<file path="src/logic/pitaya_pkg.sv">
/*
 * Shared widths, bus region map, register offsets and saturation limits
 * for the two-channel analog front end. Modules refer to these by scoped
 * names, so the package must be compiled before any module that uses it.
 */
`default_nettype none

package pitaya_pkg;

  // ------------------------------
  // data path
  localparam int unsigned SAMPLE_W = 14;                // ADC and DAC sample width
  typedef logic signed [SAMPLE_W-1:0] sample_t;         // two's complement sample

  localparam sample_t SAT_MAX = 14'h1FFF;               // largest positive sample
  localparam sample_t SAT_MIN = 14'h2000;               // most negative sample

  // ------------------------------
  // system bus and region map
  localparam int unsigned SYS_AW     = 32;
  localparam int unsigned SYS_DW     = 32;
  localparam int unsigned REGION_LSB = 20;              // 1 MB per region
  localparam int unsigned REGION_MSB = 22;              // eight regions

  localparam logic [REGION_MSB-REGION_LSB:0] REGION_HK     = 3'd0;
  localparam logic [REGION_MSB-REGION_LSB:0] REGION_ANALOG = 3'd1;

  // housekeeping offsets, region 0
  localparam logic [REGION_LSB-1:0] HK_ID  = 20'h00;
  localparam logic [REGION_LSB-1:0] HK_LED = 20'h04;
  localparam logic [REGION_LSB-1:0] HK_DIN = 20'h08;

  // analog offsets, region 1
  localparam logic [REGION_LSB-1:0] AN_CTRL   = 20'h00; // bit0 loop_a, bit1 loop_b
  localparam logic [REGION_LSB-1:0] AN_OFFS_A = 20'h04;
  localparam logic [REGION_LSB-1:0] AN_OFFS_B = 20'h08;
  localparam logic [REGION_LSB-1:0] AN_ADC_A  = 20'h0C;
  localparam logic [REGION_LSB-1:0] AN_ADC_B  = 20'h10;

  localparam int unsigned LED_W = 8;
  localparam int unsigned DIN_W = 8;

  // negative-slope offset code <-> two's complement, the rule is its own inverse
  function automatic logic [SAMPLE_W-1:0] flip_code(input logic [SAMPLE_W-1:0] code);
    return {code[SAMPLE_W-1], ~code[SAMPLE_W-2:0]};
  endfunction

endpackage

`default_nettype wire

</file>
<file path="src/logic/adc_frontend.sv">
/*
 * ADC input stage. Registers the raw samples of both channels and turns
 * the negative-slope offset code of the converter into two's complement.
 * One cycle of latency.
 */
`timescale 1ns/1ps
`default_nettype none

module adc_frontend (
  input  logic                              adc_clk,
  input  logic                              arst_n_i,
  input  logic [pitaya_pkg::SAMPLE_W-1:0]   adc_dat_a_i,   // raw code, channel A
  input  logic [pitaya_pkg::SAMPLE_W-1:0]   adc_dat_b_i,   // raw code, channel B
  output pitaya_pkg::sample_t               adc_a_o,
  output pitaya_pkg::sample_t               adc_b_o
);

  // ------------------------------
  // input registers, converted on the way in
  always_ff @(posedge adc_clk or negedge arst_n_i) begin
    if (!arst_n_i) begin
      adc_a_o <= '0;
      adc_b_o <= '0;
    end else begin
      adc_a_o <= pitaya_pkg::flip_code(adc_dat_a_i);   // msb kept, rest inverted
      adc_b_o <= pitaya_pkg::flip_code(adc_dat_b_i);
    end
  end

endmodule

`default_nettype wire

</file>
<file path="src/logic/analog_regs.sv">
/*
 * Register block of region 1. Holds the loopback control bits and the two
 * DAC offsets that feed the mixer, and reads back the latest converted ADC
 * samples. Every strobe is acked one cycle later with registered read data.
 */
`timescale 1ns/1ps
`default_nettype none

module analog_regs (
  input  logic                                adc_clk,
  input  logic                                arst_n_i,
  input  logic [pitaya_pkg::REGION_LSB-1:0]   addr_i,
  input  logic [pitaya_pkg::SYS_DW-1:0]       wdata_i,
  input  logic                                wen_i,
  input  logic                                ren_i,
  input  pitaya_pkg::sample_t                 adc_a_i,
  input  pitaya_pkg::sample_t                 adc_b_i,
  output logic [pitaya_pkg::SYS_DW-1:0]       rdata_o,
  output logic                                ack_o,
  output pitaya_pkg::sample_t                 offs_a_o,
  output pitaya_pkg::sample_t                 offs_b_o,
  output logic                                loop_a_o,
  output logic                                loop_b_o
);

  localparam int unsigned PAD_W = pitaya_pkg::SYS_DW - pitaya_pkg::SAMPLE_W;

  logic [1:0]                     ctrl_q;      // {loop_b, loop_a}
  logic [pitaya_pkg::SYS_DW-1:0]  rd_mux;

  // ------------------------------
  // write side
  always_ff @(posedge adc_clk or negedge arst_n_i) begin
    if (!arst_n_i) begin
      ctrl_q   <= 2'b00;
      offs_a_o <= '0;
      offs_b_o <= '0;
    end else if (wen_i) begin
      case (addr_i)
        pitaya_pkg::AN_CTRL:   ctrl_q   <= wdata_i[1:0];
        pitaya_pkg::AN_OFFS_A: offs_a_o <= wdata_i[pitaya_pkg::SAMPLE_W-1:0];
        pitaya_pkg::AN_OFFS_B: offs_b_o <= wdata_i[pitaya_pkg::SAMPLE_W-1:0];
        default: ;                               // read-only or unknown, ignored
      endcase
    end
  end

  assign loop_a_o = ctrl_q[0];
  assign loop_b_o = ctrl_q[1];

  // ------------------------------
  // read side, 14-bit fields sit in the low bits with the rest zero
  always_comb begin
    case (addr_i)
      pitaya_pkg::AN_CTRL:   rd_mux = {{(pitaya_pkg::SYS_DW-2){1'b0}}, ctrl_q};
      pitaya_pkg::AN_OFFS_A: rd_mux = {{PAD_W{1'b0}}, offs_a_o};
      pitaya_pkg::AN_OFFS_B: rd_mux = {{PAD_W{1'b0}}, offs_b_o};
      pitaya_pkg::AN_ADC_A:  rd_mux = {{PAD_W{1'b0}}, adc_a_i};
      pitaya_pkg::AN_ADC_B:  rd_mux = {{PAD_W{1'b0}}, adc_b_i};
      default:               rd_mux = '0;     // unknown offset reads zero
    endcase
  end

  always_ff @(posedge adc_clk or negedge arst_n_i) begin
    if (!arst_n_i) begin
      ack_o   <= 1'b0;
      rdata_o <= '0;
    end else begin
      ack_o   <= wen_i | ren_i;               // one-cycle pulse per strobe
      rdata_o <= ren_i ? rd_mux : '0;         // no side effects on read
    end
  end

endmodule

`default_nettype wire

</file>
<file path="src/logic/dac_backend.sv">
/*
 * DAC output stage. Converts the mixer results back to the DAC offset code
 * and interleaves both channels on one data bus: channel A while dac_sel_o
 * is high, channel B while it is low. Also drives the DAC reset and write.
 */
`timescale 1ns/1ps
`default_nettype none

module dac_backend (
  input  logic                              adc_clk,
  input  logic                              arst_n_i,
  input  pitaya_pkg::sample_t               mix_a_i,
  input  pitaya_pkg::sample_t               mix_b_i,
  output logic [pitaya_pkg::SAMPLE_W-1:0]   dac_dat_o,
  output logic                              dac_wrt_o,
  output logic                              dac_sel_o,
  output logic                              dac_rst_o
);

  logic sel_next;

  assign sel_next = ~dac_sel_o;               // channel shown after this edge

  // ------------------------------
  // select toggle, reset release, interleaved data
  always_ff @(posedge adc_clk or negedge arst_n_i) begin
    if (!arst_n_i) begin
      dac_sel_o <= 1'b0;
      dac_rst_o <= 1'b1;                      // DAC held in reset
      dac_wrt_o <= 1'b0;
      dac_dat_o <= '0;
    end else begin
      dac_sel_o <= sel_next;
      dac_rst_o <= 1'b0;                      // released on first clock
      dac_wrt_o <= 1'b1;                      // a word every cycle, no back-pressure
      if (sel_next)
        dac_dat_o <= pitaya_pkg::flip_code(mix_a_i);   // A pairs with sel high
      else
        dac_dat_o <= pitaya_pkg::flip_code(mix_b_i);
    end
  end

endmodule

`default_nettype wire

</file>
<file path="src/logic/dac_mixer.sv">
/*
 * Output mixer. Per channel it adds the programmed offset to the converted
 * ADC sample when loopback is on, clamps the 15-bit sum to the 14-bit
 * signed range and registers the result. One cycle of latency.
 */
`timescale 1ns/1ps
`default_nettype none

module dac_mixer (
  input  logic                  adc_clk,
  input  logic                  arst_n_i,
  input  pitaya_pkg::sample_t   adc_a_i,
  input  pitaya_pkg::sample_t   adc_b_i,
  input  pitaya_pkg::sample_t   offs_a_i,
  input  pitaya_pkg::sample_t   offs_b_i,
  input  logic                  loop_a_i,
  input  logic                  loop_b_i,
  output pitaya_pkg::sample_t   mix_a_o,
  output pitaya_pkg::sample_t   mix_b_o
);

  localparam int unsigned MSB = pitaya_pkg::SAMPLE_W - 1;

  // sum one bit wider, top two bits differ only on overflow
  function automatic pitaya_pkg::sample_t sat_sum(
    input pitaya_pkg::sample_t offs,
    input pitaya_pkg::sample_t adc,
    input logic                loop
  );
    logic [pitaya_pkg::SAMPLE_W:0] sum;
    sum = {offs[MSB], offs} + (loop ? {adc[MSB], adc} : '0);
    case (sum[pitaya_pkg::SAMPLE_W -: 2])
      2'b01:   return pitaya_pkg::SAT_MAX;    // pos. overflow
      2'b10:   return pitaya_pkg::SAT_MIN;    // neg. overflow
      default: return sum[MSB:0];
    endcase
  endfunction

  // ------------------------------
  always_ff @(posedge adc_clk or negedge arst_n_i) begin
    if (!arst_n_i) begin
      mix_a_o <= '0;
      mix_b_o <= '0;
    end else begin
      mix_a_o <= sat_sum(offs_a_i, adc_a_i, loop_a_i);
      mix_b_o <= sat_sum(offs_b_i, adc_b_i, loop_b_i);
    end
  end

endmodule

`default_nettype wire

</file>
<file path="src/logic/housekeeping_regs.sv">
/*
 * Housekeeping registers of region 0: fixed board ID, LED register and
 * the 8-bit digital input, which passes a two-flop synchronizer before
 * it is read. Acks and read data come one cycle after the strobe.
 */
`timescale 1ns/1ps
`default_nettype none

module housekeeping_regs #(
  parameter logic [pitaya_pkg::SYS_DW-1:0] BOARD_ID = 32'h5250_0001
) (
  input  logic                                adc_clk,
  input  logic                                arst_n_i,
  input  logic [pitaya_pkg::REGION_LSB-1:0]   addr_i,
  input  logic [pitaya_pkg::SYS_DW-1:0]       wdata_i,
  input  logic                                wen_i,
  input  logic                                ren_i,
  input  logic [pitaya_pkg::DIN_W-1:0]        exp_p_i,    // asynchronous pins
  output logic [pitaya_pkg::SYS_DW-1:0]       rdata_o,
  output logic                                ack_o,
  output logic [pitaya_pkg::LED_W-1:0]        led_o
);

  logic [pitaya_pkg::DIN_W-1:0]  din_meta;
  logic [pitaya_pkg::DIN_W-1:0]  din_sync;
  logic [pitaya_pkg::SYS_DW-1:0] rd_mux;

  // ------------------------------
  // synchronizer, LED register, bus response
  always_ff @(posedge adc_clk or negedge arst_n_i) begin
    if (!arst_n_i) begin
      din_meta <= '0;
      din_sync <= '0;
      led_o    <= '0;
      ack_o    <= 1'b0;
      rdata_o  <= '0;
    end else begin
      din_meta <= exp_p_i;                    // first stage, may go metastable
      din_sync <= din_meta;
      if (wen_i && (addr_i == pitaya_pkg::HK_LED))
        led_o <= wdata_i[pitaya_pkg::LED_W-1:0];
      ack_o   <= wen_i | ren_i;
      rdata_o <= ren_i ? rd_mux : '0;
    end
  end

  always_comb begin
    case (addr_i)
      pitaya_pkg::HK_ID:  rd_mux = BOARD_ID;
      pitaya_pkg::HK_LED: rd_mux = {{(pitaya_pkg::SYS_DW-pitaya_pkg::LED_W){1'b0}}, led_o};
      pitaya_pkg::HK_DIN: rd_mux = {{(pitaya_pkg::SYS_DW-pitaya_pkg::DIN_W){1'b0}}, din_sync};
      default:            rd_mux = '0;        // unknown offset
    endcase
  end

endmodule

`default_nettype wire

</file>
<file path="src/logic/pitaya_top.sv">
/*
 * Top level of the analog front end. Connects the bus decoder, the two
 * register regions and the ADC to DAC data path:
 * adc_frontend -> dac_mixer -> dac_backend, steered by analog_regs.
 */
`timescale 1ns/1ps
`default_nettype none

module pitaya_top #(
  parameter logic [pitaya_pkg::SYS_DW-1:0] BOARD_ID = 32'h5250_0001
) (
  input  logic                              adc_clk,
  input  logic                              arst_n_i,
  input  logic [pitaya_pkg::SAMPLE_W-1:0]   adc_dat_a_i,
  input  logic [pitaya_pkg::SAMPLE_W-1:0]   adc_dat_b_i,
  input  logic [pitaya_pkg::DIN_W-1:0]      exp_p_i,
  input  logic [pitaya_pkg::SYS_AW-1:0]     sys_addr_i,
  input  logic [pitaya_pkg::SYS_DW-1:0]     sys_wdata_i,
  input  logic                              sys_wen_i,
  input  logic                              sys_ren_i,
  output logic [pitaya_pkg::SYS_DW-1:0]     sys_rdata_o,
  output logic                              sys_ack_o,
  output logic                              sys_err_o,
  output logic [pitaya_pkg::SAMPLE_W-1:0]   dac_dat_o,
  output logic                              dac_wrt_o,
  output logic                              dac_sel_o,
  output logic                              dac_rst_o,
  output logic [pitaya_pkg::LED_W-1:0]      led_o
);

  // ------------------------------
  // system bus
  logic                          hk_wen, hk_ren, hk_ack;
  logic                          an_wen, an_ren, an_ack;
  logic [pitaya_pkg::SYS_DW-1:0] hk_rdata;
  logic [pitaya_pkg::SYS_DW-1:0] an_rdata;

  sys_bus_decoder i_decoder (
    .adc_clk     (adc_clk),
    .arst_n_i    (arst_n_i),
    .sys_addr_i  (sys_addr_i),
    .sys_wen_i   (sys_wen_i),
    .sys_ren_i   (sys_ren_i),
    .hk_rdata_i  (hk_rdata),
    .hk_ack_i    (hk_ack),
    .an_rdata_i  (an_rdata),
    .an_ack_i    (an_ack),
    .hk_wen_o    (hk_wen),
    .hk_ren_o    (hk_ren),
    .an_wen_o    (an_wen),
    .an_ren_o    (an_ren),
    .sys_rdata_o (sys_rdata_o),
    .sys_ack_o   (sys_ack_o),
    .sys_err_o   (sys_err_o)
  );

  housekeeping_regs #(.BOARD_ID(BOARD_ID)) i_hk (
    .adc_clk  (adc_clk),
    .arst_n_i (arst_n_i),
    .addr_i   (sys_addr_i[pitaya_pkg::REGION_LSB-1:0]),   // offset within region
    .wdata_i  (sys_wdata_i),
    .wen_i    (hk_wen),
    .ren_i    (hk_ren),
    .exp_p_i  (exp_p_i),
    .rdata_o  (hk_rdata),
    .ack_o    (hk_ack),
    .led_o    (led_o)
  );

  // ------------------------------
  // data path
  pitaya_pkg::sample_t adc_a, adc_b;          // two's complement samples
  pitaya_pkg::sample_t offs_a, offs_b;
  pitaya_pkg::sample_t mix_a, mix_b;          // saturated DAC values
  logic                loop_a, loop_b;

  analog_regs i_analog_regs (
    .adc_clk  (adc_clk),
    .arst_n_i (arst_n_i),
    .addr_i   (sys_addr_i[pitaya_pkg::REGION_LSB-1:0]),
    .wdata_i  (sys_wdata_i),
    .wen_i    (an_wen),
    .ren_i    (an_ren),
    .adc_a_i  (adc_a),
    .adc_b_i  (adc_b),
    .rdata_o  (an_rdata),
    .ack_o    (an_ack),
    .offs_a_o (offs_a),
    .offs_b_o (offs_b),
    .loop_a_o (loop_a),
    .loop_b_o (loop_b)
  );

  adc_frontend i_adc (
    .adc_clk     (adc_clk),
    .arst_n_i    (arst_n_i),
    .adc_dat_a_i (adc_dat_a_i),
    .adc_dat_b_i (adc_dat_b_i),
    .adc_a_o     (adc_a),
    .adc_b_o     (adc_b)
  );

  dac_mixer i_mixer (
    .adc_clk  (adc_clk),
    .arst_n_i (arst_n_i),
    .adc_a_i  (adc_a),
    .adc_b_i  (adc_b),
    .offs_a_i (offs_a),
    .offs_b_i (offs_b),
    .loop_a_i (loop_a),
    .loop_b_i (loop_b),
    .mix_a_o  (mix_a),
    .mix_b_o  (mix_b)
  );

  dac_backend i_dac (
    .adc_clk   (adc_clk),
    .arst_n_i  (arst_n_i),
    .mix_a_i   (mix_a),
    .mix_b_i   (mix_b),
    .dac_dat_o (dac_dat_o),
    .dac_wrt_o (dac_wrt_o),
    .dac_sel_o (dac_sel_o),
    .dac_rst_o (dac_rst_o)
  );

endmodule

`default_nettype wire

</file>
<file path="src/logic/sys_bus_decoder.sv">
/*
 * System bus decoder. Splits the address space into eight 1 MB regions,
 * forwards the strobes to region 0 (housekeeping) or region 1 (analog)
 * and muxes their responses back. Regions 2 to 7 get ack with err.
 */
`timescale 1ns/1ps
`default_nettype none

module sys_bus_decoder (
  input  logic                            adc_clk,
  input  logic                            arst_n_i,
  input  logic [pitaya_pkg::SYS_AW-1:0]   sys_addr_i,
  input  logic                            sys_wen_i,
  input  logic                            sys_ren_i,
  input  logic [pitaya_pkg::SYS_DW-1:0]   hk_rdata_i,
  input  logic                            hk_ack_i,
  input  logic [pitaya_pkg::SYS_DW-1:0]   an_rdata_i,
  input  logic                            an_ack_i,
  output logic                            hk_wen_o,
  output logic                            hk_ren_o,
  output logic                            an_wen_o,
  output logic                            an_ren_o,
  output logic [pitaya_pkg::SYS_DW-1:0]   sys_rdata_o,
  output logic                            sys_ack_o,
  output logic                            sys_err_o
);

  localparam int unsigned RW = pitaya_pkg::REGION_MSB - pitaya_pkg::REGION_LSB + 1;

  logic [RW-1:0] region;
  logic          sel_hk;
  logic          sel_an;
  logic          unmapped_q;                    // strobe hit region 2..7 last cycle

  // ------------------------------
  // region select, address held by master until ack
  assign region = sys_addr_i[pitaya_pkg::REGION_MSB:pitaya_pkg::REGION_LSB];
  assign sel_hk = (region == pitaya_pkg::REGION_HK);
  assign sel_an = (region == pitaya_pkg::REGION_ANALOG);

  assign hk_wen_o = sys_wen_i & sel_hk;
  assign hk_ren_o = sys_ren_i & sel_hk;
  assign an_wen_o = sys_wen_i & sel_an;
  assign an_ren_o = sys_ren_i & sel_an;

  always_ff @(posedge adc_clk or negedge arst_n_i) begin
    if (!arst_n_i) begin
      unmapped_q <= 1'b0;
    end else begin
      unmapped_q <= (sys_wen_i | sys_ren_i) & ~sel_hk & ~sel_an;
    end
  end

  // ------------------------------
  // response mux
  assign sys_ack_o = (sel_hk & hk_ack_i) | (sel_an & an_ack_i) | unmapped_q;
  assign sys_err_o = unmapped_q;              // only unmapped regions fail

  always_comb begin
    if (sel_hk) begin
      sys_rdata_o = hk_rdata_i;
    end else if (sel_an) begin
      sys_rdata_o = an_rdata_i;
    end else begin
      sys_rdata_o = '0;                       // unmapped reads return zero
    end
  end

endmodule

`default_nettype wire
</file>
<file path="config.mk">
export PLATFORM = sky130hd
export DESIGN_NAME = pitaya_top
export DESIGN_NICKNAME = d
export VERILOG_FILES = /design/src/logic/pitaya_pkg.sv /design/src/logic/adc_frontend.sv /design/src/logic/analog_regs.sv /design/src/logic/dac_backend.sv /design/src/logic/dac_mixer.sv /design/src/logic/housekeeping_regs.sv /design/src/logic/pitaya_top.sv /design/src/logic/sys_bus_decoder.sv
export SDC_FILE = /design/constraint.sdc
export NUM_CORES = 1
export LEC_CHECK = 0
export ABC_AREA = 1
export BUFFER_PORTS_ARGS = -buffer_cell sky130_fd_sc_hd__clkbuf_2
export CORE_MARGIN = 2
export CORE_UTILIZATION = 55
export CTS_CLUSTER_SIZE = 12
export DETAILED_ROUTE_END_ITERATION = 8
export PLACE_DENSITY = 0.8
export SYNTH_ARGS = -nofsm -noshare
export SYNTH_HDL_FRONTEND = slang
export SYNTH_SLANG_ARGS = --single-unit
</file>
<file path="constraint.sdc">
create_clock -name adc_clk -period 4.4 [get_ports adc_clk]
set_clock_uncertainty 0.05 [all_clocks]
set_input_delay 0.22 -clock adc_clk [delete_from_list [all_inputs] [get_ports adc_clk]]
set_output_delay 0.22 -clock adc_clk [all_outputs]
set_load 0.02 [all_outputs]
</file>
==> flow_summary.toml <==
[floorplanning]
die_h_um = 124
core.rowCount = 43
core-area_um2 = 13900
ioPinCount = 163
die-area_um2 = 15300
start_util_pct = 56.6
fp.dieW_um = 124

[cells_and_area]
layout.nets = 1216
finalInstanceArea_um2 = 9500
instances_no_fill = 1271
final_layout_size_suffix_gt1_share_pct = 20.5
syn_to_final_growth_pct = 20.3
num_antenna_cells = 0

[clock_tree]
h-tree-depth = 4
cts_buffer_depth = 2
postCtsHoldBufs = 40
cts_root_buf = "clkbuf_16"
clk_latency_ns = 0.44
cts_tree = "done"
cts.sink_count = 153
ctsResizeCount = 0
postCtsSetupBuffers = 0
clk_pin_slew_ns = 0.07
cts_made_buffers = 17

[route]
dr_total_vias = 6556
ant_nets = 0
wl_per_cell_um = 15.5
dr.pass1.iters = 7
drt_iter0_drc = 535
drc_errors = 0
vias_per_cell = 5.16
drt_wl_total_um = 19700

[timing]
slew_headroom_pct = 40.4
fmax_mhz = 265
worst_pin_slew_ns = 0.890
finalCriticalPeriod_ns = 3.78
report.final.slew_viol_count = 0
grt_setup_unrepaired = "no"
hold_violations = 0
setup_viol = 0
fin_crit_sh_pct = 85.8
fin_tns_setup_ns = 0

[place]
dpl_cell_area_um2 = 8520
dp.cells = 1199
placement.io_buffers = 122
gp_congestion = 0.915
dpl.hpwl_um = 14000

[flow_run]
drv_cap = 0

[setup_path]
crit_arrival_ns = 4.00
startpoint_type = "register"
required_ns = 4.63
cp-end-kind = "register"
cp_max_fo = 13
crit_type = "reg -> reg"

[logic_synthesis]
synth_edf_count = 0
syn_area_per_cell_um2 = 8.57
syn_area_um2 = 7890
ys_warn_count = 0
syn_inst = 921
ys_seq_elements = 153
async_flop_share_pct = 100
seq_area_frac_synth_pct = 48.5
ys.flop_type = "dfrtp_1"
synth_cell_types = 45

[global_routing]
grt_antenna_before_repair = 0
grt_pass1_vias = 6420
grt_pass1_wl_um = 32000
grt.total_usage_pct = 28.1
grt_max_degree = 76
overflow = 0

[power_and_ir_drop]
p_per_area_nw_per_um2 = 319
leakagePower_uw = 0.00539
vdd_ir_drop_max_mv = 0.292

[min_path]
hold_path_class = "in -> reg"

[status]
run_status = "finished, final reports clean"
-- critical path, cell delays in order, from the launching register on --
cell     delay [ns]
dfrtp_1        0.52
nand2_1        0.10
inv_1          0.07
ha_1           0.16
inv_1          0.06
fa_1           0.43
o21ai_0        0.49
nand2_1        0.10
nand2_1        0.14
nand3_1        0.10
nand2_1        0.08
nand2_1        0.05
nand2_1        0.08
inv_1          0.05
ha_1           0.45
inv_1          0.18
nand2_1        0.33
o21ai_0        0.18
-- layout by cell type (no fill, tap or decap), types with 3 or more instances in the layout --
cell,count
nand2_1,240
dfrtp_1,152
inv_1,124
clkbuf_2,121
nor2_1,74
nand3_1,64
dlygate4sd3_1,40
a21oi_1,38
o21ai_2,34
ha_1,32
o21ai_0,26
clkbuf_16,17
conb_1,15
mux2i_1,13
a22o_1,8
nor3_1,7
nand2_2,7
nand4_1,5
inv_2,5
nor2_4,5
nand2_4,5
o21ai_1,5
a21o_1,3
xor2_1,3
xnor2_1,3
nor2_2,3
clkinv_2,3
clkinvlp_4,3
inv_6,3
buf_4,3
-- path summary, 6_finish.rpt --
kind                                              start                         end  slack [ns]  cells after the start
worst max register to register  i_analog_regs.ctrl_q[0]          i_mixer.mix_a_o[3]        0.62                     17
min in group asynchronous                      arst_n_i           i_adc.adc_a_o[10]        0.32                      2
max in group asynchronous                      arst_n_i            i_adc.adc_a_o[5]        2.97                      3
worst min-delay path                    sys_wdata_i[12]  i_analog_regs.offs_a_o[12]        0.02                      3
worst min register to register         i_hk.din_meta[0]            i_hk.din_sync[0]        0.30                      0
worst max-delay path            i_analog_regs.ctrl_q[0]          i_mixer.mix_a_o[3]        0.62                     17
-- cells by family (layout without fill, tap and decap cells) --
| group | count (synthesis) | after routing | synth area share [%] |
|---|---|---|---|
| flip-flops | 153 | 153 | 48.5 |
| buffers and inverters | 171 | 328 | 9.89 |
| multiplexers | 13 | 13 | 1.65 |
| adder cells (fa/ha/maj) | 34 | 34 | 5.58 |
| AO/OA/AOI/OAI | 121 | 121 | 10.0 |
| AND/OR/NAND/NOR | 421 | 421 | 23.6 |
| other | 2 | 15 | 0.0951 |
| XOR/XNOR | 6 | 6 | 0.666 |
-- Yosys cell counts, types with 4 or more instances --
| library cell | count | area, um^2 |
|---|---|---|
| inv_1 | 124 | 465 |
| nand4_1 | 5 | 31.3 |
| o21ai_0 | 26 | 130 |
| clkbuf_1 | 9 | 33.8 |
| nor3_1 | 7 | 35.0 |
| inv_2 | 5 | 18.8 |
| dfrtp_1 | 152 | 3800 |
| buf_4 | 19 | 143 |
| a21oi_1 | 38 | 190 |
| nor2_1 | 74 | 278 |
| o21ai_2 | 34 | 298 |
| nor2_4 | 5 | 56.3 |
| nand2_4 | 5 | 56.3 |
| a22o_1 | 8 | 70.1 |
| ha_1 | 32 | 400 |
| nand2_2 | 7 | 43.8 |
| buf_2 | 4 | 20.0 |
| mux2i_1 | 13 | 130 |
| o21ai_1 | 5 | 25.0 |
| nand3_1 | 64 | 320 |
| buf_6 | 8 | 90.1 |
| nand2_1 | 240 | 901 |
-- area by class of cell --
type	instances	area, um^2
inverters	131	494
clock inverters	13	144
clock buffers	19	433
flip-flops and latches	153	3830
repair buffers	165	1040
well taps	180	225
multi-input cells	610	3330
fillers	1111	4440
-- sequential cells by signal, indices dropped and copies added, names as in the netlist, 8 cells and up --
| signal | cells |
|---|---|
| i_analog_regs.offs_a_o | 14 |
| i_mixer.mix_b_o | 14 |
| i_hk.din_meta | 8 |
| i_mixer.mix_a_o | 14 |
| i_hk.din_sync | 8 |
| i_analog_regs.offs_b_o | 14 |
| i_analog_regs.rdata_o | 14 |
| i_hk.rdata_o | 9 |
| i_dac.dac_dat_o | 14 |
| i_adc.adc_a_o | 14 |
| i_hk.led_o | 8 |
| i_adc.adc_b_o | 14 |
-- power breakdown --
group | internal, uW | total (uW) | leakage, uW | switching [uW]
Combinational | 57.9 | 145 | 0.00315 | 86.9
Clock | 840 | 1440 | 0.000276 | 602
Sequential | 1430 | 1450 | 0.00195 | 15.5
Total | 2330 | 3030 | 0.00539 | 704
-- metrics by stage --
step	util (%)	hold WS [ns]	worst slack, ns	total power, uW
floorplan	-	-0.126	1.06	1510
finish	68.2	0.0188	0.624	3030
global placement	61.1	0.228	0.834	1590
CTS	68.2	0.0162	0.657	3040
detailed placement	61.1	0.218	0.693	1590
global route	68.2	0.0179	0.207	3130
-- metal layers --
| layer | share of wire [%] | up-vias | GRT usage (%) |
|---|---|---|---|
| li1 | - | 3190 | - |
| met2 | 48 | 246 | 45.6 |
| met5 | 0 | - | 0 |
| met1 | 42 | 3063 | 36.1 |
| met4 | 4.4 | 0 | 14.1 |
| met3 | 5.7 | 57 | 5.31 |
(Power assumes the default switching activity.)
